### src/backend_config.svh
`ifndef BACKEND_CONFIG_SVH
`define BACKEND_CONFIG_SVH

// Integer datapath width
`define XLEN 64

// Architectural register addressing
`define REG_ADDR_W 5
`define NUM_REGS 32

// Busy cycles per multiply request before the result shows up
`define MUL_LATENCY 4

`endif

### src/backend_isa_pkg.sv
package backend_isa_pkg;

  ////////////////////////////////////////////////////////////
  // Instruction formats

  typedef struct packed {
    logic [6:0] funct7;
    logic [4:0] rs2;
    logic [4:0] rs1;
    logic [2:0] funct3;
    logic [4:0] rd;
    logic [6:0] opcode;
  } r_fmt_t;

  typedef struct packed {
    logic [11:0] imm12;
    logic [4:0]  rs1;
    logic [2:0]  funct3;
    logic [4:0]  rd;
    logic [6:0]  opcode;
  } i_fmt_t;

  // One fetched word read through the view its opcode calls for
  typedef union packed {
    r_fmt_t r_view;
    i_fmt_t i_view;
  } instr_u;

  ////////////////////////////////////////////////////////////
  // Encodings

  localparam logic [6:0] OPC_OP     = 7'b0110011;
  localparam logic [6:0] OPC_OP_IMM = 7'b0010011;

  localparam logic [2:0] FUNCT3_ADD_SUB = 3'b000;
  localparam logic [2:0] FUNCT3_SLL     = 3'b001;
  localparam logic [2:0] FUNCT3_XOR     = 3'b100;
  localparam logic [2:0] FUNCT3_SRL     = 3'b101;
  localparam logic [2:0] FUNCT3_OR      = 3'b110;
  localparam logic [2:0] FUNCT3_AND     = 3'b111;

  localparam logic [6:0] FUNCT7_BASE   = 7'b0000000;
  localparam logic [6:0] FUNCT7_SUB    = 7'b0100000;
  localparam logic [6:0] FUNCT7_MULDIV = 7'b0000001;

  typedef enum logic [3:0] {
    ALU_ADD,
    ALU_SUB,
    ALU_AND,
    ALU_OR,
    ALU_XOR,
    ALU_SLL,
    ALU_SRL
  } alu_op_e;

endpackage

### src/backend_pipe_pkg.sv
`include "backend_config.svh"

package backend_pipe_pkg;

  typedef enum logic {
    FU_ALU,
    FU_MUL
  } func_unit_e;

  // Content of the decode register
  typedef struct packed {
    logic [`REG_ADDR_W-1:0]  rs1;
    logic [`REG_ADDR_W-1:0]  rs2;
    logic [`REG_ADDR_W-1:0]  rd;
    logic                    use_imm;
    logic [`XLEN-1:0]        imm;
    backend_isa_pkg::alu_op_e alu_op;
    func_unit_e              func_unit;
  } decoded_t;

  // State of one execute stage that the bypass network also reads
  typedef struct packed {
    logic                   pending;
    func_unit_e             select;
    logic [`REG_ADDR_W-1:0] rd;
    logic [`XLEN-1:0]       alu_data;
  } stage_t;

  typedef struct packed {
    logic                   valid;
    logic [`REG_ADDR_W-1:0] rd;
    logic [`XLEN-1:0]       data;
  } commit_t;

endpackage

### src/backend_writeback.sv
`timescale 1ns/1ps
`include "backend_config.svh"

module backend_writeback (
  input  logic                      clk_i,
  input  logic                      rst_ni,
  input  logic [`REG_ADDR_W-1:0]    rs1_addr_i,
  input  logic [`REG_ADDR_W-1:0]    rs2_addr_i,
  output logic [`XLEN-1:0]          rs1_data_o,
  output logic [`XLEN-1:0]          rs2_data_o,
  input  backend_pipe_pkg::commit_t commit_i,
  output backend_pipe_pkg::commit_t commit_o
);

  logic [`XLEN-1:0] regs_q [`NUM_REGS];

  ////////////////////////////////////////////////////////////
  // Integer register file

  // x0 is cleared at reset and never written
  always_ff @(posedge clk_i or negedge rst_ni) begin
    if (!rst_ni) begin
      for (int i = 0; i < `NUM_REGS; i++) begin
        regs_q[i] <= '0;
      end
    end else if (commit_i.valid && commit_i.rd != '0) begin
      regs_q[commit_i.rd] <= commit_i.data;
    end
  end

  // Asynchronous read ports
  assign rs1_data_o = regs_q[rs1_addr_i];
  assign rs2_data_o = regs_q[rs2_addr_i];

  // Trace of retired instructions in the same cycle as the write enable
  assign commit_o = commit_i;

endmodule

### config.mk
export PLATFORM = sky130hd
export DESIGN_NAME = backend_writeback
export DESIGN_NICKNAME = d
export VERILOG_FILES = /design/src/backend_isa_pkg.sv /design/src/backend_pipe_pkg.sv /design/src/backend_writeback.sv
export VERILOG_INCLUDE_DIRS = /design/src
export SDC_FILE = /design/constraint.sdc
export NUM_CORES = 2
export LEC_CHECK = 0
export BUFFER_PORTS_ARGS = -buffer_cell sky130_fd_sc_hd__buf_4
export CAP_MARGIN = 20
export CORE_ASPECT_RATIO = 1.75
export CORE_MARGIN = 10
export CORE_UTILIZATION = 35
export CTS_CLUSTER_SIZE = 24
export DETAILED_ROUTE_END_ITERATION = 10
export GPL_ROUTABILITY_DRIVEN = 0
export PLACE_DENSITY = 0.58
export SLEW_MARGIN = 20
export SYNTH_ARGS = -nofsm -noshare
export SYNTH_HDL_FRONTEND = slang
export SYNTH_SLANG_ARGS = --single-unit
### constraint.sdc
create_clock -name clk_i -period 2.95 [get_ports clk_i]
set_input_delay 0.59 -clock clk_i [delete_from_list [all_inputs] [get_ports clk_i]]
set_output_delay 0.59 -clock clk_i [all_outputs]
set_load 0.03 [all_outputs]
==> results.sh <==
export IMPL_cts_path_max_buffers=4
export IMPL_whs_path_depth=2
export IMPL_vias_per_cell=5.91
export IMPL_cts_root_buffer="clkbuf_16"
export IMPL_drc=0
export IMPL_finalCriticalPeriod_ns=3.40
export IMPL_die_w_um=440
export IMPL_cp_cell_sequence="mux4_2 > mux4_2 > mux2_4 > buf_6"
export IMPL_crit_type="reg2out"
export IMPL_cts_sinks=2048
export IMPL_drtPass1Iterations=5
export IMPL_top_regs="regs_q: 2048 flops"
export IMPL_largest_reg_flops=2048
export IMPL_hold_path_class="in2reg"
export IMPL_nNetsFinal=7170
export IMPL_routedWlPerCell_um=33.5
export IMPL_yosysWarnings=0
export IMPL_syn2layout_area_growth_pct=22.0
export IMPL_track_usage_pct=22.4
export IMPL_crit_top_cell="mux4_2"
export IMPL_worst_ep_arrival_time_ns=2.81
export IMPL_seq_area_um2=51300
export IMPL_p_leak_uw=0.0568
export IMPL_dp_slack_ns=-0.603
export IMPL_synth_adder_area_share_pct=0
export IMPL_crit_fanout=3
export IMPL_worst_pin_slew_ns=1.28
export IMPL_first_iter_violations=4689
export IMPL_postLayoutSetupSlackWorst_ns=-0.450
export IMPL_gr_total_overflow=0
export IMPL_fp_dieArea_um2=333000
export IMPL_hold_violations=0
export IMPL_largest_register="regs_q"
export IMPL_drv_slew=0
export IMPL_rsz0062_at_grt="yes"
export IMPL_synth_top_family_by_area="multiplexers"
export IMPL_cp_data_required_time_ns=2.36
export IMPL_synthDistinctLibCells=30
export IMPL_dpl_hpwl_mm=248
export IMPL_finish_utilization_pct=42.8
export IMPL_synth_area_um2=108000
export IMPL_clkTransAtPathRegs_ns=0.07
export IMPL_synth_seq_cells=2048
export IMPL_syn_instance_count=6582
export IMPL_worstSetupEndpointType="output port"
export IMPL_first_global_vias=73679
export IMPL_place_port_buffers=279
export IMPL_crit_slowest_cell="mux4_2"
export IMPL_via_count=66867
export IMPL_slew_headroom_pct=14.4
export IMPL_synth_nets=6664
export IMPL_antenna_found_initial=6
export IMPL_failed_checks="setup timing"
export IMPL_max_cap_violations=0
export IMPL_synth_edff_count=0
export IMPL_core_area_um2=308000
export IMPL_slowest_delay_ns=0.55
export IMPL_p_per_area_nw_per_um2=651
export IMPL_synthMuxAreaShare_pct=47.5
export IMPL_crit_family="multiplexers"
export IMPL_r2r_cells=3
export IMPL_drive_gt1_share_pct=68.2
export IMPL_insertion_delay_ns=0.86
export IMPL_grt_pass1_wl_mm=547
export IMPL_tritoncts="yes"
export IMPL_start_kind="register"
export IMPL_p_total_uw=86000
export IMPL_ys_async_sr_fraction_pct=100
export IMPL_setup_tns_ns=-35.90
export IMPL_cts_buffers_inserted=195
export IMPL_multi_input_area_um2=55100
export IMPL_synthFlopType="dfrtp_1"
export IMPL_crit_cells=4
export IMPL_die_h_um=756
export IMPL_max_vdd_ir_drop_mv=0.470
export IMPL_period_share_pct=115
export IMPL_io_pins=280
export IMPL_max_clock_freq_mhz=294
export IMPL_synth_compound_area_share_pct=1.12
export IMPL_start_util_pct=35.1
export IMPL_skew_ns=0
export IMPL_rows=270
export IMPL_status="complete, but fails checks"
export IMPL_fillers=27232
export IMPL_routed_wl_mm=379
export IMPL_grt_max_degree=100
export IMPL_synth_xor_area_share_pct=0
export IMPL_h_tree_depth=4
export IMPL_ys_seq_area_share_pct=47.4
export IMPL_synthSimpleGateAreaFrac_pct=0.443
export IMPL_ant_nets=0
export IMPL_finalSetupViolCount=128
export IMPL_critical_path_buf_inv_count=1
export IMPL_syn_avg_cell_area_um2=16.4
## cell families after synthesis
| family | Yosys count |
|---|---|
| buffers and inverters | 844 |
| multiplexers | 3440 |
| AO/OA/AOI/OAI | 156 |
| flip-flops | 2048 |
| AND/OR/NAND/NOR | 94 |
## path summary, 6_finish.rpt
path	endpoint	slack (ns)	startpoint
max	rs1_data_o[40]	-0.45	regs_q[1704]$_DFFE_PN0P_
min reg2reg	regs_q[2026]$_DFFE_PN0P_	0.39	regs_q[2026]$_DFFE_PN0P_
max in group asynchronous	regs_q[122]$_DFFE_PN0P_	1.38	rst_ni
min	regs_q[1951]$_DFFE_PN0P_	0.21	commit_i[31]
max reg2reg	regs_q[1746]$_DFFE_PN0P_	1.92	regs_q[1746]$_DFFE_PN0P_
min in group asynchronous	regs_q[71]$_DFFE_PN0P_	0.26	rst_ni
## through the flow
step,hold slack [ns],cell area [um2],cells
floorplan,0.294,109000,6582
global placement,0.376,121000,10793
detailed placement,0.383,121000,10793
CTS,0.136,131000,11274
global route,0.205,132000,11318
finish,0.207,132000,11322
## layer usage
layer | vias up | track usage, % | share of wire, %
li1 | 26674 | - | -
met2 | 2096 | 39.0 | 51
met5 | - | 0 | 0.0058
met1 | 37301 | 27.3 | 39
met3 | 792 | 3.28 | 4.8
met4 | 4 | 10.3 | 5.2
## placed cells by master, fill, tap and decap left out, types with 10 or more instances in the layout
cell type / Yosys / routed
clkinvlp_4: 0 / 10
clkbuf_16: 0 / 207
nor2_4: 0 / 16
a221o_1: 26 / 17
a221oi_4: 0 / 29
o22ai_4: 0 / 25
mux4_2: 1145 / 1145
mux2i_1: 144 / 121
o22ai_2: 0 / 20
mux2_4: 0 / 106
clkinv_2: 0 / 37
clkbuf_1: 487 / 27
dfrtp_1: 2048 / 2047
nand2_4: 0 / 10
clkbuf_8: 0 / 41
buf_12: 0 / 282
buf_16: 0 / 37
o22ai_1: 60 / 15
mux2_2: 2151 / 2045
buf_4: 97 / 639
buf_8: 0 / 13
mux2i_2: 0 / 19
buf_6: 5 / 168
nor2_1: 27 / 11
nor2b_1: 20 / 14
bufinv_16: 0 / 20
## layout make-up
type / instances / share of cell area [%]
sequential: 2048 / 38.8
multi-input combinational: 3690 / 41.7
inverter: 1 / 0.00474
antenna: 5 / 0.00948
tap: 4080 / 3.87
timing repair buffer: 1152 / 10.5
clock inverter: 78 / 0.743
clock buffer: 268 / 4.29
## worst register-to-register path: stages (launching register included)
cell and delay (ns):
dfrtp_1 0.40, buf_4 0.14, buf_4 0.13, mux2_2 0.25
## timing repair
action	CTS	global route
cloned	20	7
setup buffers	121	46
resized for setup	391	86
endpoints found under the setup margin	128	128
hold endpoints to repair	296	0
hold buffers	1	0
pin swaps	56	33
## synthesized netlist by cell type (3+ instances only)
cell	n	share of area, %
mux2_2	2151	22
dfrtp_1	2048	47
mux4_2	1145	24
clkbuf_1	487	1.7
buf_2	218	1.0
mux2i_1	144	1.3
buf_4	97	0.67
o22ai_1	60	0.35
buf_1	36	0.12
a221oi_1	34	0.28
nor2_1	27	0.094
a221o_1	26	0.24
nand2_1	20	0.069
nor2b_1	20	0.12
a211o_1	9	0.073
a21oi_1	9	0.042
a22o_1	9	0.073
and3_1	6	0.035
nand3_1	6	0.028
buf_6	5	0.052
nand2b_1	5	0.029
nor3_2	4	0.037
a211oi_1	3	0.021
o22a_1	3	0.024
o31ai_1	3	0.021
## where the power goes
part           internal, uW  switching, uW
Clock                 15200          11700
Combinational         13000           8550
Sequential            33400           4120
No activity file was read; power rests on OpenSTA's default activity.
