**src/backend_config.svh**
```systemverilog
`ifndef BACKEND_CONFIG_SVH
`define BACKEND_CONFIG_SVH

// Integer datapath width
`define XLEN 64

// Architectural register addressing
`define REG_ADDR_W 5
`define NUM_REGS 32

// Busy cycles per multiply request before the result shows up
`define MUL_LATENCY 4

`endif

```
**src/backend_isa_pkg.sv**
```systemverilog
package backend_isa_pkg;

  ////////////////////////////////////////////////////////////
  // Instruction formats

  typedef struct packed {
    logic [6:0] funct7;
    logic [4:0] rs2;
    logic [4:0] rs1;
    logic [2:0] funct3;
    logic [4:0] rd;
    logic [6:0] opcode;
  } r_fmt_t;

  typedef struct packed {
    logic [11:0] imm12;
    logic [4:0]  rs1;
    logic [2:0]  funct3;
    logic [4:0]  rd;
    logic [6:0]  opcode;
  } i_fmt_t;

  // One fetched word read through the view its opcode calls for
  typedef union packed {
    r_fmt_t r_view;
    i_fmt_t i_view;
  } instr_u;

  ////////////////////////////////////////////////////////////
  // Encodings

  localparam logic [6:0] OPC_OP     = 7'b0110011;
  localparam logic [6:0] OPC_OP_IMM = 7'b0010011;

  localparam logic [2:0] FUNCT3_ADD_SUB = 3'b000;
  localparam logic [2:0] FUNCT3_SLL     = 3'b001;
  localparam logic [2:0] FUNCT3_XOR     = 3'b100;
  localparam logic [2:0] FUNCT3_SRL     = 3'b101;
  localparam logic [2:0] FUNCT3_OR      = 3'b110;
  localparam logic [2:0] FUNCT3_AND     = 3'b111;

  localparam logic [6:0] FUNCT7_BASE   = 7'b0000000;
  localparam logic [6:0] FUNCT7_SUB    = 7'b0100000;
  localparam logic [6:0] FUNCT7_MULDIV = 7'b0000001;

  typedef enum logic [3:0] {
    ALU_ADD,
    ALU_SUB,
    ALU_AND,
    ALU_OR,
    ALU_XOR,
    ALU_SLL,
    ALU_SRL
  } alu_op_e;

endpackage

```
**src/backend_pipe_pkg.sv**
```systemverilog
`include "backend_config.svh"

package backend_pipe_pkg;

  typedef enum logic {
    FU_ALU,
    FU_MUL
  } func_unit_e;

  // Content of the decode register
  typedef struct packed {
    logic [`REG_ADDR_W-1:0]  rs1;
    logic [`REG_ADDR_W-1:0]  rs2;
    logic [`REG_ADDR_W-1:0]  rd;
    logic                    use_imm;
    logic [`XLEN-1:0]        imm;
    backend_isa_pkg::alu_op_e alu_op;
    func_unit_e              func_unit;
  } decoded_t;

  // State of one execute stage that the bypass network also reads
  typedef struct packed {
    logic                   pending;
    func_unit_e             select;
    logic [`REG_ADDR_W-1:0] rd;
    logic [`XLEN-1:0]       alu_data;
  } stage_t;

  typedef struct packed {
    logic                   valid;
    logic [`REG_ADDR_W-1:0] rd;
    logic [`XLEN-1:0]       data;
  } commit_t;

endpackage

```
**src/backend_issue.sv**
```systemverilog
`timescale 1ns/1ps
`include "backend_config.svh"

module backend_issue (
  input  logic                       clk_i,
  input  logic                       rst_ni,
  input  logic                       fetch_valid_i,
  output logic                       fetch_ready_o,
  input  backend_isa_pkg::instr_u    fetch_instr_i,
  output logic [`REG_ADDR_W-1:0]     rs1_addr_o,
  output logic [`REG_ADDR_W-1:0]     rs2_addr_o,
  input  logic [`XLEN-1:0]           rs1_data_i,
  input  logic [`XLEN-1:0]           rs2_data_i,
  input  backend_pipe_pkg::stage_t   ex1_i,
  input  backend_pipe_pkg::stage_t   ex2_i,
  input  logic                       ex1_data_valid_i,
  input  logic [`XLEN-1:0]           ex1_data_i,
  input  logic                       ex2_data_valid_i,
  input  logic [`XLEN-1:0]           ex2_data_i,
  input  logic                       ex1_ready_i,
  input  logic                       mul_ready_i,
  output logic                       issue_valid_o,
  output backend_pipe_pkg::decoded_t issue_o,
  output logic [`XLEN-1:0]           alu_result_o,
  output logic                       mul_req_o,
  output logic [`XLEN-1:0]           mul_a_o,
  output logic [`XLEN-1:0]           mul_b_o
);

  localparam int ShamtW = $clog2(`XLEN);

  ////////////////////////////////////////////////////////////
  // Decode

  backend_pipe_pkg::decoded_t dec;
  backend_pipe_pkg::decoded_t de_q;
  logic de_valid_q;

  always_comb begin
    dec = '0;
    dec.alu_op = backend_isa_pkg::ALU_ADD;
    dec.func_unit = backend_pipe_pkg::FU_ALU;
    if (fetch_instr_i.i_view.opcode == backend_isa_pkg::OPC_OP_IMM) begin
      dec.rs1 = fetch_instr_i.i_view.rs1;
      dec.rd = fetch_instr_i.i_view.rd;
      dec.use_imm = 1'b1;
      dec.imm = {{(`XLEN-12){fetch_instr_i.i_view.imm12[11]}}, fetch_instr_i.i_view.imm12};
      case (fetch_instr_i.i_view.funct3)
        backend_isa_pkg::FUNCT3_XOR: dec.alu_op = backend_isa_pkg::ALU_XOR;
        backend_isa_pkg::FUNCT3_OR:  dec.alu_op = backend_isa_pkg::ALU_OR;
        backend_isa_pkg::FUNCT3_AND: dec.alu_op = backend_isa_pkg::ALU_AND;
        default: ;
      endcase
    end else begin
      dec.rs1 = fetch_instr_i.r_view.rs1;
      dec.rs2 = fetch_instr_i.r_view.rs2;
      dec.rd = fetch_instr_i.r_view.rd;
      if (fetch_instr_i.r_view.opcode == backend_isa_pkg::OPC_OP) begin
        unique case (fetch_instr_i.r_view.funct7)
          backend_isa_pkg::FUNCT7_MULDIV: begin
            if (fetch_instr_i.r_view.funct3 == backend_isa_pkg::FUNCT3_ADD_SUB) begin
              dec.func_unit = backend_pipe_pkg::FU_MUL;
            end
          end
          backend_isa_pkg::FUNCT7_SUB: begin
            if (fetch_instr_i.r_view.funct3 == backend_isa_pkg::FUNCT3_ADD_SUB) begin
              dec.alu_op = backend_isa_pkg::ALU_SUB;
            end
          end
          backend_isa_pkg::FUNCT7_BASE: begin
            case (fetch_instr_i.r_view.funct3)
              backend_isa_pkg::FUNCT3_SLL: dec.alu_op = backend_isa_pkg::ALU_SLL;
              backend_isa_pkg::FUNCT3_XOR: dec.alu_op = backend_isa_pkg::ALU_XOR;
              backend_isa_pkg::FUNCT3_SRL: dec.alu_op = backend_isa_pkg::ALU_SRL;
              backend_isa_pkg::FUNCT3_OR:  dec.alu_op = backend_isa_pkg::ALU_OR;
              backend_isa_pkg::FUNCT3_AND: dec.alu_op = backend_isa_pkg::ALU_AND;
              default: ;
            endcase
          end
          default: ;
        endcase
      end
    end
  end

  ////////////////////////////////////////////////////////////
  // Bypass and hazards

  logic data_hazard;
  logic struct_hazard;
  logic issue;
  logic [`XLEN-1:0] ex_rs1;
  logic [`XLEN-1:0] ex_rs2;

  function automatic logic fwd_hit(backend_pipe_pkg::stage_t st,
                                   logic [`REG_ADDR_W-1:0] addr);
    return st.pending && st.rd == addr && addr != '0;
  endfunction

  // EX2 first so that the younger EX1 result wins
  always_comb begin
    data_hazard = 1'b0;
    ex_rs1 = rs1_data_i;
    ex_rs2 = rs2_data_i;
    if (fwd_hit(ex2_i, de_q.rs1)) begin
      if (ex2_data_valid_i) ex_rs1 = ex2_data_i;
      else data_hazard = 1'b1;
    end
    if (fwd_hit(ex1_i, de_q.rs1)) begin
      if (ex1_data_valid_i) ex_rs1 = ex1_data_i;
      else data_hazard = 1'b1;
    end
    if (fwd_hit(ex2_i, de_q.rs2)) begin
      if (ex2_data_valid_i) ex_rs2 = ex2_data_i;
      else data_hazard = 1'b1;
    end
    if (fwd_hit(ex1_i, de_q.rs2)) begin
      if (ex1_data_valid_i) ex_rs2 = ex1_data_i;
      else data_hazard = 1'b1;
    end
  end

  assign struct_hazard = !ex1_ready_i ||
                         (de_q.func_unit == backend_pipe_pkg::FU_MUL && !mul_ready_i);
  assign issue = de_valid_q && !data_hazard && !struct_hazard;
  assign fetch_ready_o = !de_valid_q || (!data_hazard && !struct_hazard);

  always_ff @(posedge clk_i or negedge rst_ni) begin
    if (!rst_ni) begin
      de_valid_q <= 1'b0;
    end else if (fetch_valid_i && fetch_ready_o) begin
      de_valid_q <= 1'b1;
    end else if (issue) begin
      de_valid_q <= 1'b0;
    end
  end

  always_ff @(posedge clk_i) begin
    if (fetch_valid_i && fetch_ready_o) begin
      de_q <= dec;
    end
  end

  // Register file reads follow the decode register
  assign rs1_addr_o = de_q.rs1;
  assign rs2_addr_o = de_q.rs2;

  ////////////////////////////////////////////////////////////
  // ALU

  logic [`XLEN-1:0] op_b;
  logic [ShamtW-1:0] shamt;

  assign op_b = de_q.use_imm ? de_q.imm : ex_rs2;
  assign shamt = op_b[ShamtW-1:0];

  always_comb begin
    case (de_q.alu_op)
      backend_isa_pkg::ALU_SUB: alu_result_o = ex_rs1 - op_b;
      backend_isa_pkg::ALU_AND: alu_result_o = ex_rs1 & op_b;
      backend_isa_pkg::ALU_OR:  alu_result_o = ex_rs1 | op_b;
      backend_isa_pkg::ALU_XOR: alu_result_o = ex_rs1 ^ op_b;
      backend_isa_pkg::ALU_SLL: alu_result_o = ex_rs1 << shamt;
      backend_isa_pkg::ALU_SRL: alu_result_o = ex_rs1 >> shamt;
      default:                  alu_result_o = ex_rs1 + op_b;
    endcase
  end

  assign issue_valid_o = issue;
  assign issue_o = de_q;
  assign mul_req_o = issue && de_q.func_unit == backend_pipe_pkg::FU_MUL;
  assign mul_a_o = ex_rs1;
  assign mul_b_o = ex_rs2;

  // Only a multiplier result can still be outstanding when issue sees a data hazard
  assert property (@(posedge clk_i) disable iff (!rst_ni)
    data_hazard |->
      (ex1_i.pending && ex1_i.select == backend_pipe_pkg::FU_MUL) ||
      (ex2_i.pending && ex2_i.select == backend_pipe_pkg::FU_MUL));

endmodule

```
**config.mk**
```make
export PLATFORM = sky130hd
export DESIGN_NAME = backend_issue
export DESIGN_NICKNAME = d
export VERILOG_FILES = /design/src/backend_isa_pkg.sv /design/src/backend_pipe_pkg.sv /design/src/backend_issue.sv
export VERILOG_INCLUDE_DIRS = /design/src
export SDC_FILE = /design/constraint.sdc
export NUM_CORES = 1
export LEC_CHECK = 0
export BUFFER_PORTS_ARGS = -buffer_cell sky130_fd_sc_hd__buf_4
export CORE_AREA = 2 2 282 284
export CTS_CLUSTER_SIZE = 8
export DETAILED_ROUTE_END_ITERATION = 8
export DIE_AREA = 0 0 284 286
export HOLD_SLACK_MARGIN = 0.06
export PLACE_DENSITY = 0.58
export REMOVE_ABC_BUFFERS = 1
export SLEW_MARGIN = 20
export SYNTH_ARGS = -nofsm -noshare
export SYNTH_HDL_FRONTEND = slang
export SYNTH_SLANG_ARGS = --single-unit
export TNS_END_PERCENT = 50
```
**constraint.sdc**
```tcl
create_clock -name clk_i -period 22.1 [get_ports clk_i]
set_input_delay 4.42 -clock clk_i [delete_from_list [all_inputs] [get_ports clk_i]]
set_output_delay 4.42 -clock clk_i [all_outputs]
set_load 0.005 [all_outputs]
```
==> results.md <==
- Routed vias: 32000
- Top Metal Used: met5
- Pwr Density: about 40 nW/um^2
- Post-route DRC violation count: 0
- Worst path bufs/invs: 6
- Drt via density: roughly 6.3
- Sw Share: 59.5%
- # clock sinks: 33
- CP max-delay cell: o41ai_1
- CP Data Arrival Time: 13.93 ns
- Initial core utilization: 30.0%
- Worst-Skew Late Latency: 0.29 ns
- Iteration-0 DRC Markers: 3826
- Hold Crit Class: reg -> reg
- Predominant post-synthesis flop cell: edfxtp_1
- VDD IR-drop max: 0.0636 mV
- Final wirelength: 164000 um
- Seq pwr share: 6.6%
- Setup bufs post-CTS: 0
- Int Pwr: 0.474 mW
- Die area: 81200 um^2
- Post-synth top area cell: mux2i_1
- Die W: around 280 um
- # fillers: 8838
- Htree depth: 2
- Core ar.: just under 80000 um^2
- First-pass GRT wire length: ~230000 um
- # rows: just over 100
- Count leader, synth: nand2_1
- Hold Vio Cnt, Final: 0
- DR WL/cell: 32.2 um
- WL met2: 71900 um
- CP startpoint kind: primary input
- Slew headroom: 10.6%
- Final instance area: 29200 um^2
- First-pass DRT Iterations: 6
- CTS tree: built
- Hold_buf cts: 0
- Sequential area share after synthesis: 4.19%
- Most frequent cells after synthesis: nand2_1 (442), a21oi_1 (335), nor2_1 (327)
- Io pins: 727
- Input/output buffers: 595
- Post-CTS resize count: 0
- WS Path Type: in -> out
- Vias in the first global route: about 30000
- CTS buffer count: 5
- Pin count of the biggest net entering global routing: 98
- Dpl hpwl: 132000 um
- GRT Util Overall: a little under two fifths
- Worst EP required: 17.68 ns
- Clock buffer depth: 2
- Average size of a mapped cell: 6.46 um^2
- Clock slew at reported path FFs: 0.05 ns
- CP Max Fanout: approximately 40
- Layout Nets: about 4700
- Fin crit share: 83.0%
- Post-Syn Area: between 20000 and 25000 um^2
- Die height: 286 um
- Clock power frac: roughly 5.8%
- Fraction of registers with async set/reset: 3.03%
- Logic pwr share: 87.6%
- Unique masters post-synth: 95
- WL met3: 15300 um
- Syn-to-layout area delta: 23.9%
- Post-Route Skew: 0.00535 ns
- Post-synthesis cell count: between 3000 and 4000
- Global route total overflow: 0
- Root buffer cell: clkbuf_16
- Final WS setup: 3.75 ns
- Crit end category: primary output
- Delay-heaviest family, CP: compound AO/OA/AOI/OAI gates
- Sw Pwr: 0.696 mW
- Max_cap viols: 0
- Post-synth top area share: 11.4%
- Status: complete, no violations
- Final setup viols: 0
- Leakage power: 13.1 nW
- Fmax: 0.0545 GHz
- Pin slew with the least headroom to its limit: 1.32 ns
- Unrepaired setup endpoints after global routing: false
- Max incr delay on CP: about 1.2 ns
- Final GP Congestion: around 1.1
- Antenna Nets Post-Route: 0
- Placed Area: 29000 um^2
- Post-synth EDFFs: 32
- Synth Warn #: 0
- Layout cells sized above 1: 21.4%
- PnR Total Power: ~1.2 mW
- Post-Route M1 WL: 64000 um
- Yosys reg bits: 33
- Slew Limit Fails: 0
- Post-place setup slack: 4.18 ns
- Initial antenna violation count: 16
- Tmin final: 18.35 ns
- Top cells by area, synth: mux2i_1 (11%), ha_1 (11%), a21oi_1 (7.1%)
## flip-flops by register name (all words and copies together), names as in the netlist
| signal | flops |
|---|---|
| issue_o | 22 |
| rs2_addr_o | 5 |
| de_valid_q | 1 |
| rs1_addr_o | 5 |
## placed cells by master, fill, tap and decap left out, types with 64 or more instances in the layout
cell / count
a21oi_1: 335
a31oi_1: 104
buf_4: 750
ha_1: 204
inv_1: 174
mux2i_1: 269
nand2_1: 441
nand4_1: 87
nor2_1: 325
nor3_1: 64
nor4_1: 78
o21ai_0: 214
o31ai_1: 68
xnor2_1: 121
## area by class of cell
cell class / instances / area [um^2] / share of cell area, %
well taps: 1050 / 1310 / 4.50
inverters: 185 / 698 / 2.39
repair buffers: 752 / 5660 / 19.4
clock inverters: 3 / 17.5 / 0.0601
diodes: 11 / 27.5 / 0.0944
multi-input cells: 3049 / 20300 / 69.7
clock buffers: 5 / 125 / 0.429
flip-flops and latches: 33 / 986 / 3.38
## kinds of logic (layout without fill, tap and decap cells)
| family | Yosys count | in the layout | share of synthesized area (%) |
|---|---|---|---|
| compound gates | 1207 | 1207 | 33.4 |
| simple gates | 1204 | 1204 | 23.6 |
| buf+inv | 560 | 945 | 10.1 |
| mux | 292 | 292 | 12.5 |
| fa+ha+maj | 205 | 205 | 10.9 |
| xor+xnor | 140 | 140 | 5.21 |
| flops | 33 | 33 | 4.19 |
| other cells | 1 | 12 | 0.0159 |
## through the flow
stage	TNS, ns	util, %	instances	hold slack, ns
6_report	0	37.2	5088	0.617
5_1_grt	0	37.2	5088	0.688
4_1_cts	0	37.2	5077	0.602
3_5_place_dp	0	37.0	5069	0.587
3_3_place_gp	0	37.0	5068	0.586
2_1_floorplan	-51.41	-	3267	0.575
## power by group through the flow
stage	clock network [mW]	registers [mW]	logic, mW
after floorplan	0	0.0820	0.532
after global placement	0	0.0780	0.988
after detailed placement	0	0.0780	0.988
after CTS	0.0685	0.0768	0.993
after global routing	0.0706	0.0771	1.08
final	0.0680	0.0768	1.02
## final timing paths
check / slack (ns) / depth (start not counted) / startpoint / endpoint
setup / recovery: 3.75 / 27 / ex2_data_valid_i / alu_result_o[51]
hold / removal: 0.62 / 2 / de_valid_q / de_valid_q
setup reg to reg: 18.55 / 7 / rs1_addr_o[2] / issue_o[70]
hold reg to reg: 0.62 / 2 / de_valid_q / de_valid_q
max in group asynchronous: 18.07 / 1 / rst_ni / de_valid_q
min in group asynchronous: 3.92 / 1 / rst_ni / de_valid_q
## routing by layer
metal  track usage [%]  vias to the layer above
li1                  -                    14200
met1              46.5                    15400
met2              60.8                     1987
met3              7.34                      429
met4              25.2                        4
met5                 0                        -
## worst register-to-register path, delay by kind of cell, from the launching register on
| kind | cells | cell delay [ns] |
|---|---|---|
| buf+inv | 1 | 0.38 |
| flops | 1 | 0.54 |
| simple gates | 3 | 1.36 |
| compound gates | 3 | 0.96 |
Note: power is estimated with default switching activity, not from simulation.
