## src/backend_config.svh

```systemverilog
`ifndef BACKEND_CONFIG_SVH
`define BACKEND_CONFIG_SVH

// Integer datapath width
`define XLEN 64

// Architectural register addressing
`define REG_ADDR_W 5
`define NUM_REGS 32

// Busy cycles per multiply request before the result shows up
`define MUL_LATENCY 4

`endif

```

## src/backend_isa_pkg.sv

```systemverilog
package backend_isa_pkg;

  ////////////////////////////////////////////////////////////
  // Instruction formats

  typedef struct packed {
    logic [6:0] funct7;
    logic [4:0] rs2;
    logic [4:0] rs1;
    logic [2:0] funct3;
    logic [4:0] rd;
    logic [6:0] opcode;
  } r_fmt_t;

  typedef struct packed {
    logic [11:0] imm12;
    logic [4:0]  rs1;
    logic [2:0]  funct3;
    logic [4:0]  rd;
    logic [6:0]  opcode;
  } i_fmt_t;

  // One fetched word read through the view its opcode calls for
  typedef union packed {
    r_fmt_t r_view;
    i_fmt_t i_view;
  } instr_u;

  ////////////////////////////////////////////////////////////
  // Encodings

  localparam logic [6:0] OPC_OP     = 7'b0110011;
  localparam logic [6:0] OPC_OP_IMM = 7'b0010011;

  localparam logic [2:0] FUNCT3_ADD_SUB = 3'b000;
  localparam logic [2:0] FUNCT3_SLL     = 3'b001;
  localparam logic [2:0] FUNCT3_XOR     = 3'b100;
  localparam logic [2:0] FUNCT3_SRL     = 3'b101;
  localparam logic [2:0] FUNCT3_OR      = 3'b110;
  localparam logic [2:0] FUNCT3_AND     = 3'b111;

  localparam logic [6:0] FUNCT7_BASE   = 7'b0000000;
  localparam logic [6:0] FUNCT7_SUB    = 7'b0100000;
  localparam logic [6:0] FUNCT7_MULDIV = 7'b0000001;

  typedef enum logic [3:0] {
    ALU_ADD,
    ALU_SUB,
    ALU_AND,
    ALU_OR,
    ALU_XOR,
    ALU_SLL,
    ALU_SRL
  } alu_op_e;

endpackage

```

## src/backend_pipe_pkg.sv

```systemverilog
`include "backend_config.svh"

package backend_pipe_pkg;

  typedef enum logic {
    FU_ALU,
    FU_MUL
  } func_unit_e;

  // Content of the decode register
  typedef struct packed {
    logic [`REG_ADDR_W-1:0]  rs1;
    logic [`REG_ADDR_W-1:0]  rs2;
    logic [`REG_ADDR_W-1:0]  rd;
    logic                    use_imm;
    logic [`XLEN-1:0]        imm;
    backend_isa_pkg::alu_op_e alu_op;
    func_unit_e              func_unit;
  } decoded_t;

  // State of one execute stage that the bypass network also reads
  typedef struct packed {
    logic                   pending;
    func_unit_e             select;
    logic [`REG_ADDR_W-1:0] rd;
    logic [`XLEN-1:0]       alu_data;
  } stage_t;

  typedef struct packed {
    logic                   valid;
    logic [`REG_ADDR_W-1:0] rd;
    logic [`XLEN-1:0]       data;
  } commit_t;

endpackage

```

## src/backend_exec_pipe.sv

```systemverilog
`timescale 1ns/1ps
`include "backend_config.svh"

module backend_exec_pipe (
  input  logic                       clk_i,
  input  logic                       rst_ni,
  input  logic                       issue_valid_i,
  input  backend_pipe_pkg::decoded_t issue_i,
  input  logic [`XLEN-1:0]           alu_result_i,
  input  logic                       mul_valid_i,
  input  logic [`XLEN-1:0]           mul_data_i,
  output backend_pipe_pkg::stage_t   ex1_o,
  output backend_pipe_pkg::stage_t   ex2_o,
  output logic                       ex1_data_valid_o,
  output logic [`XLEN-1:0]           ex1_data_o,
  output logic                       ex2_data_valid_o,
  output logic [`XLEN-1:0]           ex2_data_o,
  output logic                       ex1_ready_o,
  output backend_pipe_pkg::commit_t  commit_o
);

  backend_pipe_pkg::stage_t ex1_q, ex1_d;
  backend_pipe_pkg::stage_t ex2_q, ex2_d;
  logic ex2_ready;

  ////////////////////////////////////////////////////////////
  // Result selection

  // While EX2 waits on the multiplier, its valid belongs to EX2
  assign ex1_data_valid_o = ex1_q.select == backend_pipe_pkg::FU_ALU ||
                            (mul_valid_i && ex2_q.select != backend_pipe_pkg::FU_MUL);
  assign ex1_data_o = ex1_q.select == backend_pipe_pkg::FU_ALU ? ex1_q.alu_data : mul_data_i;

  assign ex2_data_valid_o = ex2_q.select == backend_pipe_pkg::FU_ALU || mul_valid_i;
  assign ex2_data_o = ex2_q.select == backend_pipe_pkg::FU_ALU ? ex2_q.alu_data : mul_data_i;

  assign ex2_ready = !ex2_q.pending || ex2_data_valid_o;
  assign ex1_ready_o = ex2_ready || !ex1_q.pending;

  ////////////////////////////////////////////////////////////
  // EX1 stage

  always_comb begin
    ex1_d = ex1_q;
    // Park a finished result so it is not lost while EX1 waits
    if (ex1_data_valid_o) begin
      ex1_d.select = backend_pipe_pkg::FU_ALU;
      ex1_d.alu_data = ex1_data_o;
    end
    if (ex2_ready) begin
      ex1_d.pending = 1'b0;
      ex1_d.select = backend_pipe_pkg::FU_ALU;
      ex1_d.rd = '0;
    end
    if (issue_valid_i) begin
      ex1_d.pending = 1'b1;
      ex1_d.select = issue_i.func_unit;
      ex1_d.rd = issue_i.rd;
      ex1_d.alu_data = alu_result_i;
    end
  end

  ////////////////////////////////////////////////////////////
  // EX2 stage

  always_comb begin
    ex2_d = ex2_q;
    if (ex2_data_valid_o) begin
      ex2_d.pending = 1'b0;
      ex2_d.select = backend_pipe_pkg::FU_ALU;
      ex2_d.rd = '0;
    end
    if (ex1_q.pending && ex2_ready) begin
      ex2_d.pending = 1'b1;
      ex2_d.select = ex1_q.select;
      ex2_d.rd = ex1_q.rd;
      if (ex1_data_valid_o) begin
        ex2_d.select = backend_pipe_pkg::FU_ALU;
        ex2_d.alu_data = ex1_data_o;
      end
    end
  end

  always_ff @(posedge clk_i or negedge rst_ni) begin
    if (!rst_ni) begin
      ex1_q.pending <= 1'b0;
      ex1_q.select <= backend_pipe_pkg::FU_ALU;
      ex1_q.rd <= '0;
      ex2_q.pending <= 1'b0;
      ex2_q.select <= backend_pipe_pkg::FU_ALU;
      ex2_q.rd <= '0;
    end else begin
      ex1_q <= ex1_d;
      ex2_q <= ex2_d;
    end
  end

  assign ex1_o = ex1_q;
  assign ex2_o = ex2_q;

  assign commit_o.valid = ex2_q.pending && ex2_data_valid_o;
  assign commit_o.rd = ex2_q.rd;
  assign commit_o.data = ex2_data_o;

  // Only one stage at a time can wait on the multiplier
  assert property (@(posedge clk_i) disable iff (!rst_ni)
    ex2_q.pending && ex2_q.select == backend_pipe_pkg::FU_MUL |->
      !(ex1_q.pending && ex1_q.select == backend_pipe_pkg::FU_MUL));

endmodule

```

## config.mk

```make
export PLATFORM = sky130hd
export DESIGN_NAME = backend_exec_pipe
export DESIGN_NICKNAME = d
export VERILOG_FILES = /design/src/backend_isa_pkg.sv /design/src/backend_pipe_pkg.sv /design/src/backend_exec_pipe.sv
export VERILOG_INCLUDE_DIRS = /design/src
export SDC_FILE = /design/constraint.sdc
export NUM_CORES = 1
export LEC_CHECK = 0
export ABC_AREA = 1
export BUFFER_PORTS_ARGS = -buffer_cell sky130_fd_sc_hd__clkbuf_2
export CAP_MARGIN = 20
export CELL_PAD_IN_SITES_DETAIL_PLACEMENT = 0
export CELL_PAD_IN_SITES_GLOBAL_PLACEMENT = 2
export CORE_AREA = 2 2 216 218
export CTS_BUF_LIST = sky130_fd_sc_hd__clkbuf_4
export DETAILED_ROUTE_END_ITERATION = 8
export DIE_AREA = 0 0 218 220
export PLACE_DENSITY_LB_ADDON = 0.25
export SYNTH_ARGS = -nofsm -noshare
export SYNTH_HDL_FRONTEND = slang
export SYNTH_SLANG_ARGS = --single-unit
```

## constraint.sdc

```tcl
create_clock -name clk_i -period 9.65 [get_ports clk_i]
set_clock_uncertainty 0.2 [all_clocks]
set_input_delay 0.965 -clock clk_i [delete_from_list [all_inputs] [get_ports clk_i]]
set_output_delay 0.965 -clock clk_i [all_outputs]
set_load 0.01 [all_outputs]
```

==> results of run 1 <==
## state kept, by name, indices dropped and copies added (netlist names)
signal,cells
ex1_o,71
commit_o,5
ex2_o,66
## worst max-delay path by stage
stage | from | end | slack, ns
floorplan | mul_valid_i | ex2_o[0] | 5.06
detailed placement | ex2_o[69] | ex2_o[30] | 6.09
finish | ex2_o[69] | commit_o[2] | 5.79
global route | ex2_o[69] | ex2_data_o[2] | 5.51
global placement | ex2_o[69] | ex2_o[30] | 6.12
CTS | ex2_o[69] | ex2_data_o[2] | 5.57
## repair_timing
item | in CTS | in global routing
setup endpoints to repair | 0 | 0
hold buffers | 1 | 0
endpoints found under the hold margin | 14 | 0
## area by class of cell
type,count,area [µm²]
fillers,5211,35340
flip-flops and latches,142,4199
multi-input cells,560,2487
repair buffers,490,2482
well taps,607,759.5
inverters,71,267.8
clock inverters,13,168.9
clock buffers,19,142.6
diodes,5,12.51
## per-layer routing
layer | GRT usage [%] | wire, µm
met1 | 16.37 | 13900
met2 | 22.89 | 16800
met3 | 4.306 | 1901
met4 | 4.943 | 676
met5 | 0 | 0
## power breakdown
group | internal [µW] | switching, µW
logic | 136 | 253
clock network | 209 | 266
registers | 725 | 23.2
## cells in the mapped netlist (all sizes together)
cell type and count:
nand3 8, dfrtp 14, buf 101, nand2 476, nor2 4, edfxtp 128, o21ai 67, o211ai 5
clkbuf 13, inv 71
## logic make-up after synthesis
| group | count (synthesis) | share of synthesized area [%] |
|---|---|---|
| buf+inv | 185 | 13.86 |
| flops | 142 | 54.13 |
| compound gates | 72 | 7.913 |
| simple gates | 488 | 24.10 |
## through the flow
step / area, µm² / cells / total power (µW)
3_3_place_gp: 10190 / 1869 / 1164
3_5_place_dp: 10190 / 1869 / 1165
4_1_cts: 10510 / 1902 / 1663
5_1_grt: 10520 / 1907 / 1718
6_report: 10520 / 1907 / 1613
2_1_floorplan: 7747 / 887 / 991.0
## critical path, delay by kind of cell, from the launching register on
| family | cells | cell delay, ns |
|---|---|---|
| DFF | 1 | 0.39 |
| buffers and inverters | 2 | 0.95 |
| and+or+nand+nor | 2 | 0.59 |
==> flow_summary_export.csv, run 1 <==
group,metric,value,unit
die,die_h,220,µm
setup_path,r2r_start,"ex2_o[69]",
power,ir_drop,0.07502,mV
routing,vias_per_cell,3.723,
status,status,"finished, final reports clean",
cells_and_area,final_cell_mix,"clkbuf_2 (479), nand2_1 (470), edfxtp_1 (128)",
sta,whs,0.2103,ns
min_path,min_from,"issue_i[72]",
sta,fin_ws,5.794,ns
sta,relSlewSlack,31.04,%
clock_tree,numCtsBuffers,17,
job,maxCapViolCount,0,
setup_path,critical_path_class,"reg -> out",
cells_and_area,final_layout_size_suffix_gt1_share,46.33,%
setup_path,path_common_cell,"nand2_1",
global_routing,grt_pass1_wl,46970,µm
sta,hold_violations,0,
setup_path,ff2ff_setup_slack,6.20,ns
global_routing,grt_pass1_vias,6817,
clock_tree,ctsRootBufferMaster,"clkbuf_4",
clock_tree,clock_sinks,142,
logic_synthesis,synth_nets,1104,
global_routing,grt_max_degree,67,
global_routing,overflow,0,
global_routing,grt.total_usage,13.65,%
cells_and_area,area_growth,35.79,%
routing,wire_per_inst,17.45,µm
cells_and_area,final_util,22.94,%
logic_synthesis,synth-seq-cells,142,
power,p_leak,0.005489,µW
setup_path,cpPeakStageDelay,0.79,ns
setup_path,rr_worst_depth,8,
logic_synthesis,synthTopCellsByArea,"edfxtp_1 (50%), nand2_1 (23%), o21ai_2 (7.2%)",
placement,port_buffers,480,
setup_path,crit_chain,"buf_4 -> nand2_1 -> nand2_1 -> clkbuf_2",
sta,tightest_slew,1.034,ns
sta,setup_viol,0,
die,row_count,79,
sta,slew_violations,0,
setup_path,crit_path_top_delay_cell,"buf_4",
sta,rsz0062_at_grt,"false",
logic_synthesis,synthCells,887,
cells_and_area,layout_commonest_cell,"clkbuf_2",
placement,post-place-ws,6.095,ns
die,die-area,0.04796,mm²
clock_tree,htreeDepth,4,
clock_tree,clk_pin_slew_worst_paths,0.15,ns
cells_and_area,finalNetCount,1499,
die,start_util,16.89,%
clock_tree,post_cts_buffers,0,
global_routing,antenna_found_initial,3,
clock_tree,postCtsResizedCells,0,
clock_tree,cts.path.max_buffers,2,
min_path,hold_end,"ex1_o[66]",
routing,drt_iter0_drc,288,
routing,antenna_left,0,
logic_synthesis,seq_area_frac_synth,54.13,%
sta,fin_tns_setup,0,ns
sta,period_share,39.96,%
die,boundaryPins,560,
setup_path,worstSetupEndpointType,"primary output",
logic_synthesis,synth.avg_cell_area,8.734,µm²
setup_path,cp.arrival,2.69,ns
setup_path,r2r-end,"ex2_o[33]",
routing,vias,7100,
logic_synthesis,synthesis.area,0.007747,mm²
sta,layout_min_cycle_time,3.856,ns
routing,drtPass1Iterations,4,
placement,dp_hpwl,23310,µm
routing,drc,0,
clock_tree,clk_latency,0.74,ns
logic_synthesis,synth.distinct_cells,20,
die,die_w,218,µm
min_path,hold_path_class,"in -> reg",
logic_synthesis,synth_largest_area_cell,"edfxtp_1",
power,p_per_area,153.3,mW/mm²
logic_synthesis,synth.top_cell.area_share,49.61,%
die,coreArea,0.04586,mm²
setup_path,crit_fanout,66,
setup_path,critical_path_required,8.49,ns
logic_synthesis,yosysWarnings,0,
min_path,holdPathStages,3,
clock_tree,tritoncts,"done",
setup_path,cp-start-kind,"register",
routing,drt_wl_total,33280,µm
sta,fmax,0.2593,GHz
placement,gp_congestion,0.7484,
Note: power is estimated with default switching activity, not from simulation.
==> inputs of run 2 (changes only) <==
--- a/config.mk
+++ b/config.mk
@@ -11,10 +11,10 @@
 export CAP_MARGIN = 20
 export CELL_PAD_IN_SITES_DETAIL_PLACEMENT = 0
 export CELL_PAD_IN_SITES_GLOBAL_PLACEMENT = 2
-export CORE_AREA = 2 2 216 218
+export CORE_AREA = 2 2 219 221
 export CTS_BUF_LIST = sky130_fd_sc_hd__clkbuf_4
 export DETAILED_ROUTE_END_ITERATION = 8
-export DIE_AREA = 0 0 218 220
+export DIE_AREA = 0 0 221 223
 export PLACE_DENSITY_LB_ADDON = 0.25
 export SYNTH_ARGS = -nofsm -noshare
 export SYNTH_HDL_FRONTEND = slang
==> constraint.sdc (replaced) <==
create_clock -name clk_i -period 3.3 [get_ports clk_i]
set_clock_uncertainty 0.2 [all_clocks]
set_input_delay 0.33 -clock clk_i [delete_from_list [all_inputs] [get_ports clk_i]]
set_output_delay 0.33 -clock clk_i [all_outputs]
set_load 0.01 [all_outputs]
==> run 2 against run 1 <==
Net effect:
- die area grew 2.8%
- sequential share of layout area shrank 7.9 points
- cell count grew 13%
- first-iteration DRC count shrank 4.9%
- non-clock buffer count grew 239
- combinational power grew to 3.7 times the previous value
- via count grew 13%
- power grew to 3.4 times the previous value
- cell area grew 25%
- core utilization grew 4.9 points
- critical path depth is the same
- sequential cell count is the same
- critical path type unchanged
- largest cell class is now buffers
- largest power group unchanged
==> flow_summary_export.csv, run 2 (same netlist as run 1, synthesis figures left out) <==
group,metric,value,unit
power,p_per_area,420.1,mW/mm²
routing,vias,8024,
die,start_util,16.43,%
routing,wire_per_inst,15.80,µm
global_routing,grt_pass1_vias,8084,
clock_tree,clock_sinks,142,
routing,drt_iter0_drc,274,
cells_and_area,final_cells,2151,
global_routing,met2_usage,23.74,%
min_path,hold_end,"ex2_o[60]",
die,row_count,80,
global_routing,overflow,0,
setup_path,r2r-end,"ex1_o[37]",
min_path,min_from,"mul_data_i[60]",
die,coreArea,0.04715,mm²
sta,hold_violations,0,
global_routing,antenna_found_initial,2,
die,die_w,221,µm
cells_and_area,final_layout_size_suffix_gt1_share,39.24,%
clock_tree,post_cts_buffers,0,
setup_path,crit_fanout,66,
placement,gp_congestion,0.7513,
clock_tree,ctsRootBufferMaster,"clkbuf_4",
clock_tree,tritoncts,"done",
routing,vias_per_cell,3.730,
power,totalPowerFinal,5506,µW
clock_tree,cts.path.max_buffers,2,
setup_path,crit_chain,"buf_4 -> nand2_1 -> o21ai_2 -> clkbuf_2",
setup_path,critical_path_class,"reg -> out",
routing,drt_wl_total,33980,µm
global_routing,grtUsageMet1,16.24,%
cells_and_area,largest_reg_flops,71,
die,boundaryPins,560,
power,ir_drop,0.2441,mV
cells_and_area,final_util,27.80,%
placement,placed_cells,1881,
sta,relSlewSlack,32.37,%
setup_path,worstSetupEndpointType,"primary output",
clock_tree,numCtsBuffers,17,
global_routing,grt.total_usage,13.63,%
routing,drc,0,
setup_path,cpPeakStageDelay,0.71,ns
setup_path,cp_top_family,"buffers and inverters",
routing,antenna_left,0,
setup_path,crit_path_top_delay_cell,"buf_4",
die,die-area,0.04928,mm²
sta,fmax,0.3337,GHz
min_path,hold_path_class,"in -> reg",
setup_path,ff2ff_setup_slack,0.65,ns
sta,layout_min_cycle_time,2.997,ns
placement,dp_hpwl,23390,µm
setup_path,cp-start-kind,"register",
status,status,"finished, final reports clean",
placement,placed_cell_area,0.01025,mm²
global_routing,grt_use_met3,3.424,%
clock_tree,clk_latency,0.72,ns
setup_path,cp-startpoint,"ex1_o[69]",
sta,period_share,90.80,%
sta,slew_violations,0,
min_path,holdPathStages,4,
sta,fin_tns_setup,0,ns
cells_and_area,layout_commonest_cell,"clkbuf_2",
clock_tree,clk_pin_slew_worst_paths,0.14,ns
cells_and_area,num-fill-cells,5213,
cells_and_area,final_cell_mix,"clkbuf_2 (479), nand2_1 (470), dlygate4sd3_1 (236)",
job,maxCapViolCount,0,
power,p_leak,0.006568,µW
routing,drtPass1Iterations,5,
setup_path,r2r_start,"ex1_o[69]",
cells_and_area,area_growth,69.17,%
global_routing,grt-busiest-layer,"met2",
cells_and_area,register_area,0.004202,mm²
setup_path,cp.arrival,2.47,ns
clock_tree,htreeDepth,4,
cells_and_area,multi_input_area,0.002487,mm²
sta,tightest_slew,1.014,ns
cells_and_area,finalNetCount,1738,
sta,setup_viol,0,
sta,rsz0062_at_grt,"false",
global_routing,grt_pass1_wl,50230,µm
global_routing,grt_max_degree,67,
placement,port_buffers,480,
setup_path,critical_path_required,2.77,ns
setup_path,rr_worst_depth,5,
die,die_h,223,µm
cells_and_area,final_area,0.01311,mm²
setup_path,cp_num_buf_inv,2,
## run 2: cell types whose count changed in the layout (fill, tap and decap cells not counted), sizes merged
| cell | previous run | this run |
|---|---|---|
| diode | 5 | 2 |
| bufinv | 4 | 11 |
| inv | 76 | 69 |
| dlygate4sd3 | 1 | 236 |
| buf | 10 | 14 |
## run 2: layer usage
| metal | up-vias | routed length, µm |
|---|---|---|
| li1 | 4019 | - |
| met1 | 3746 | 14330 |
| met2 | 234 | 17520 |
| met3 | 25 | 1600 |
| met4 | 0 | 526 |
| met5 | - | 0 |
## run 2: worst max-delay path by stage
| stage | end | cells past startpoint |
|---|---|---|
| final | ex1_data_o[34] | 4 |
| after global routing | ex1_data_o[45] | 4 |
| after CTS | ex1_data_o[15] | 4 |
| after detailed placement | ex2_o[31] | 6 |
| after global placement | ex2_o[29] | 6 |
| after floorplan | ex2_o[0] | 5 |
## run 2: stage by stage
stage / worst slack (ns) / hold WS [ns]
2_1_floorplan: 0.06165 / -0.1656
3_3_place_gp: 0.7980 / 0.1340
3_5_place_dp: 0.7961 / 0.1290
4_1_cts: 0.07025 / 0.09280
5_1_grt: 0.01118 / 0.2061
6_report: 0.3035 / 0.2749
## run 2: power by group
| part | leakage [µW] | internal (µW) | switching (µW) |
|---|---|---|---|
| clock network | 0.000246 | 1150 | 756 |
| registers | 0.00141 | 2120 | 65.1 |
| logic | 0.00491 | 625 | 795 |
| total | 0.00657 | 3890 | 1620 |
## run 2: worst min-delay path, cell delays in order
cell and delay, ns:
dlygate4sd3_1 0.52, clkbuf_2 0.11, nand2_1 0.06, o21ai_2 0.07
## run 2: area by class of cell
| class | count | area share (%) |
|---|---|---|
| Tap cell | 615 | 5.871 |
| Multi-Input combinational cell | 560 | 18.98 |
| Timing Repair Buffer | 729 | 37.34 |
| Inverter | 71 | 2.053 |
| Sequential cell | 142 | 32.06 |
| Antenna cell | 2 | 0.03819 |
| Clock inverter | 13 | 2.578 |
| Clock buffer | 19 | 1.088 |
## run 2: what timing repair did
item / in CTS / in global routing
hold buffers: 236 / 0
gates resized for setup: 1 / 0
endpoints found under the setup margin: 2 / 0
hold endpoints to repair: 176 / 0
==> inputs of run 3 (changes only) <==
--- a/config.mk
+++ b/config.mk
@@ -11,10 +11,10 @@
 export CAP_MARGIN = 20
 export CELL_PAD_IN_SITES_DETAIL_PLACEMENT = 0
 export CELL_PAD_IN_SITES_GLOBAL_PLACEMENT = 2
-export CORE_AREA = 2 2 219 221
+export CORE_AREA = 2 2 216 218
 export CTS_BUF_LIST = sky130_fd_sc_hd__clkbuf_4
 export DETAILED_ROUTE_END_ITERATION = 8
-export DIE_AREA = 0 0 221 223
+export DIE_AREA = 0 0 218 220
 export PLACE_DENSITY_LB_ADDON = 0.25
 export SYNTH_ARGS = -nofsm -noshare
 export SYNTH_HDL_FRONTEND = slang
==> constraint.sdc (replaced) <==
create_clock -name clk_i -period 3.5 [get_ports clk_i]
set_clock_uncertainty 0.2 [all_clocks]
set_input_delay 0.35 -clock clk_i [delete_from_list [all_inputs] [get_ports clk_i]]
set_output_delay 0.35 -clock clk_i [all_outputs]
set_load 0.01 [all_outputs]
==> run 3 against run 2 <==
Net effect:
- die area down 2.7%
- power is 16% lower
- first-iteration DRC count down 22%
- sequential share of layout area grew 0.59 points
- sequential power down 5%
- non-clock buffer count down 3
- register-to-register slack gained 0.50 ns
- cell area fell by 1.8%
- count of clock-buffer cells in the layout is 2 lower
- largest power group unchanged
==> flow_summary_export.csv, run 3 (same netlist as run 1, synthesis figures left out) <==
group,metric,value,unit
min_path,min_from,"mul_data_i[3]",
clock_tree,postCtsResizedCells,0,
cells_and_area,layout_commonest_cell,"clkbuf_2",
power,totalPowerFinal,4607,µW
routing,vias_per_cell,3.713,
min_path,hold_end,"ex2_o[3]",
die,die_w,218,µm
power,p_per_area,357.9,mW/mm²
clock_tree,clk_pin_slew_worst_paths,0.14,ns
setup_path,crit_path_top_delay_cell,"dfrtp_4",
global_routing,grt.total_usage,13.89,%
power,p_comb_share,28.7,%
routing,drt_wl_total,33660,µm
clock_tree,cts.path.max_buffers,2,
placement,gp_congestion,0.7597,
sta,layout_min_cycle_time,3.058,ns
routing,antenna_left,0,
sta,whs,0.2916,ns
power,intPower,3066,µW
global_routing,grt_pass1_vias,7897,
power,clock_power_share,26.3,%
setup_path,r2r-end,"ex2_o[34]",
setup_path,cp-start-kind,"register",
status,status,"finished, final reports clean",
power,power.net_switching,1541,µW
routing,drtPass1Iterations,4,
die,die-area,0.04796,mm²
sta,tightest_slew,0.6982,ns
min_path,holdPathStages,4,
setup_path,critical_path_required,2.95,ns
job,maxCapViolCount,0,
setup_path,crit_chain,"clkinv_2 -> buf_4 -> nand2_1 -> nand2_1 -> clkbuf_2",
setup_path,path_common_cell,"nand2_1",
sta,hold_violations,0,
clock_tree,ctsRootBufferMaster,"clkbuf_4",
clock_tree,tritoncts,"done",
clock_tree,clk_latency,0.72,ns
clock_tree,htreeDepth,4,
routing,wire_per_inst,15.71,µm
sta,fin_tns_setup,0,ns
routing,vias,7956,
routing,drc,0,
die,die_h,220,µm
routing,drt_iter0_drc,215,
min_path,hold_path_class,"in -> reg",
setup_path,rr_worst_depth,4,
cells_and_area,final_layout_size_suffix_gt1_share,39.39,%
global_routing,overflow,0,
sta,period_share,87.38,%
power,sw_frac_of_total,33.46,%
die,start_util,16.89,%
setup_path,cp.arrival,2.51,ns
die,coreArea,0.04586,mm²
sta,slew_violations,0,
cells_and_area,area_growth,66.13,%
clock_tree,numCtsBuffers,17,
clock_tree,clock_sinks,142,
setup_path,ff2ff_setup_slack,1.15,ns
clock_tree,post_cts_buffers,0,
power,ir_drop,0.2037,mV
setup_path,worstSetupEndpointType,"primary output",
cells_and_area,finalNetCount,1735,
die,row_count,79,
cells_and_area,largest_reg_flops,71,
setup_path,cpPeakStageDelay,0.69,ns
sta,relSlewSlack,53.30,%
cells_and_area,final_cell_mix,"clkbuf_2 (479), nand2_1 (470), dlygate4sd3_1 (234)",
die,boundaryPins,560,
global_routing,grt_pass1_wl,48770,µm
setup_path,critical_path_class,"reg -> out",
power,power_frac_seq,45.0,%
setup_path,crit_fanout,39,
sta,fmax,0.3270,GHz
power,p_leak,0.006472,µW
placement,post-place-ws,1.124,ns
sta,fin_ws,0.4419,ns
setup_path,r2r_start,"ex2_o[69]",
sta,rsz0062_at_grt,"false",
sta,setup_viol,0,
global_routing,antenna_found_initial,2,
placement,port_buffers,480,
global_routing,grt_max_degree,71,
placement,dp_hpwl,23640,µm
run 3: changes by cell type in the layout (fill, tap and decap cells not counted):
| cell | previous run | this run |
|---|---|---|
| diode_2 | 2 | 5 |
| clkbuf_4 | 19 | 17 |
| inv_4 | 0 | 1 |
| buf_6 | 1 | 0 |
| bufinv_16 | 11 | 3 |
| inv_2 | 1 | 6 |
| dlygate4sd3_1 | 236 | 234 |
| clkinv_2 | 2 | 6 |
| clkinv_1 | 2 | 0 |
| clkinvlp_4 | 0 | 1 |
| clkinv_4 | 0 | 1 |
run 3: routing by layer:
layer | vias to the layer above | global-route usage, % | routed length [µm]
met5 | - | 0 | 0
met4 | 0 | 4.467 | 552
met3 | 28 | 4.417 | 2089
met2 | 235 | 24.18 | 17380
met1 | 3667 | 16.12 | 13640
li1 | 4026 | - | -
run 3: timing repair:
item | 4_1_cts | 5_1_grt
endpoints found under the hold margin | 156 | 0
endpoints found under the setup margin | 0 | 0
hold buffers | 234 | 0
run 3: per-stage QoR:
step                area [µm²]  util (%)  cells
floorplan                 7750         -    887
global placement         10240     22.32   1872
detailed placement       10240     22.32   1872
CTS                      12860     28.04   2138
global route             12870     28.06   2143
finish                   12870     28.06   2143
run 3: worst max-delay path by stage:
stage	from	cells after the start	slack (ns)	to
4_1_cts	ex2_o[69]	5	0.22	ex2_data_o[38]
3_3_place_gp	ex2_o[69]	4	1.13	ex2_o[34]
6_report	ex2_o[69]	5	0.44	commit_o[36]
5_1_grt	ex2_o[69]	4	0.15	ex2_data_o[1]
3_5_place_dp	ex2_o[69]	4	1.12	ex2_o[34]
2_1_floorplan	ex1_o[69]	5	0.26	ex2_o[0]
run 3: power groups by stage:
| stage | registers [µW] | clock network, µW | logic (µW) |
|---|---|---|---|
| 2_1_floorplan | 2150 | 0 | 583 |
| 6_report | 2070 | 1210 | 1320 |
| 4_1_cts | 2070 | 1320 | 1350 |
| 5_1_grt | 2090 | 1360 | 1460 |
| 3_3_place_gp | 2110 | 0 | 1100 |
| 3_5_place_dp | 2110 | 0 | 1100 |
run 3: worst max-delay path: cells and delay by family (launching register included):
| kind | cells | cell delay, ns |
|---|---|---|
| and+or+nand+nor | 2 | 0.26 |
| DFF | 1 | 0.69 |
| buffers and inverters | 3 | 0.78 |
run 3: area by class of cell:
| type | instances | area (µm²) |
|---|---|---|
| Multi-Input combinational cell | 560 | 2487 |
| Clock inverter | 15 | 151.4 |
| Sequential cell | 142 | 4202 |
| Inverter | 71 | 269.0 |
| Fill cell | 5103 | 32990 |
| Timing Repair Buffer | 726 | 4862 |
| Tap cell | 607 | 759.5 |
| Antenna cell | 5 | 12.51 |
| Clock buffer | 17 | 127.6 |
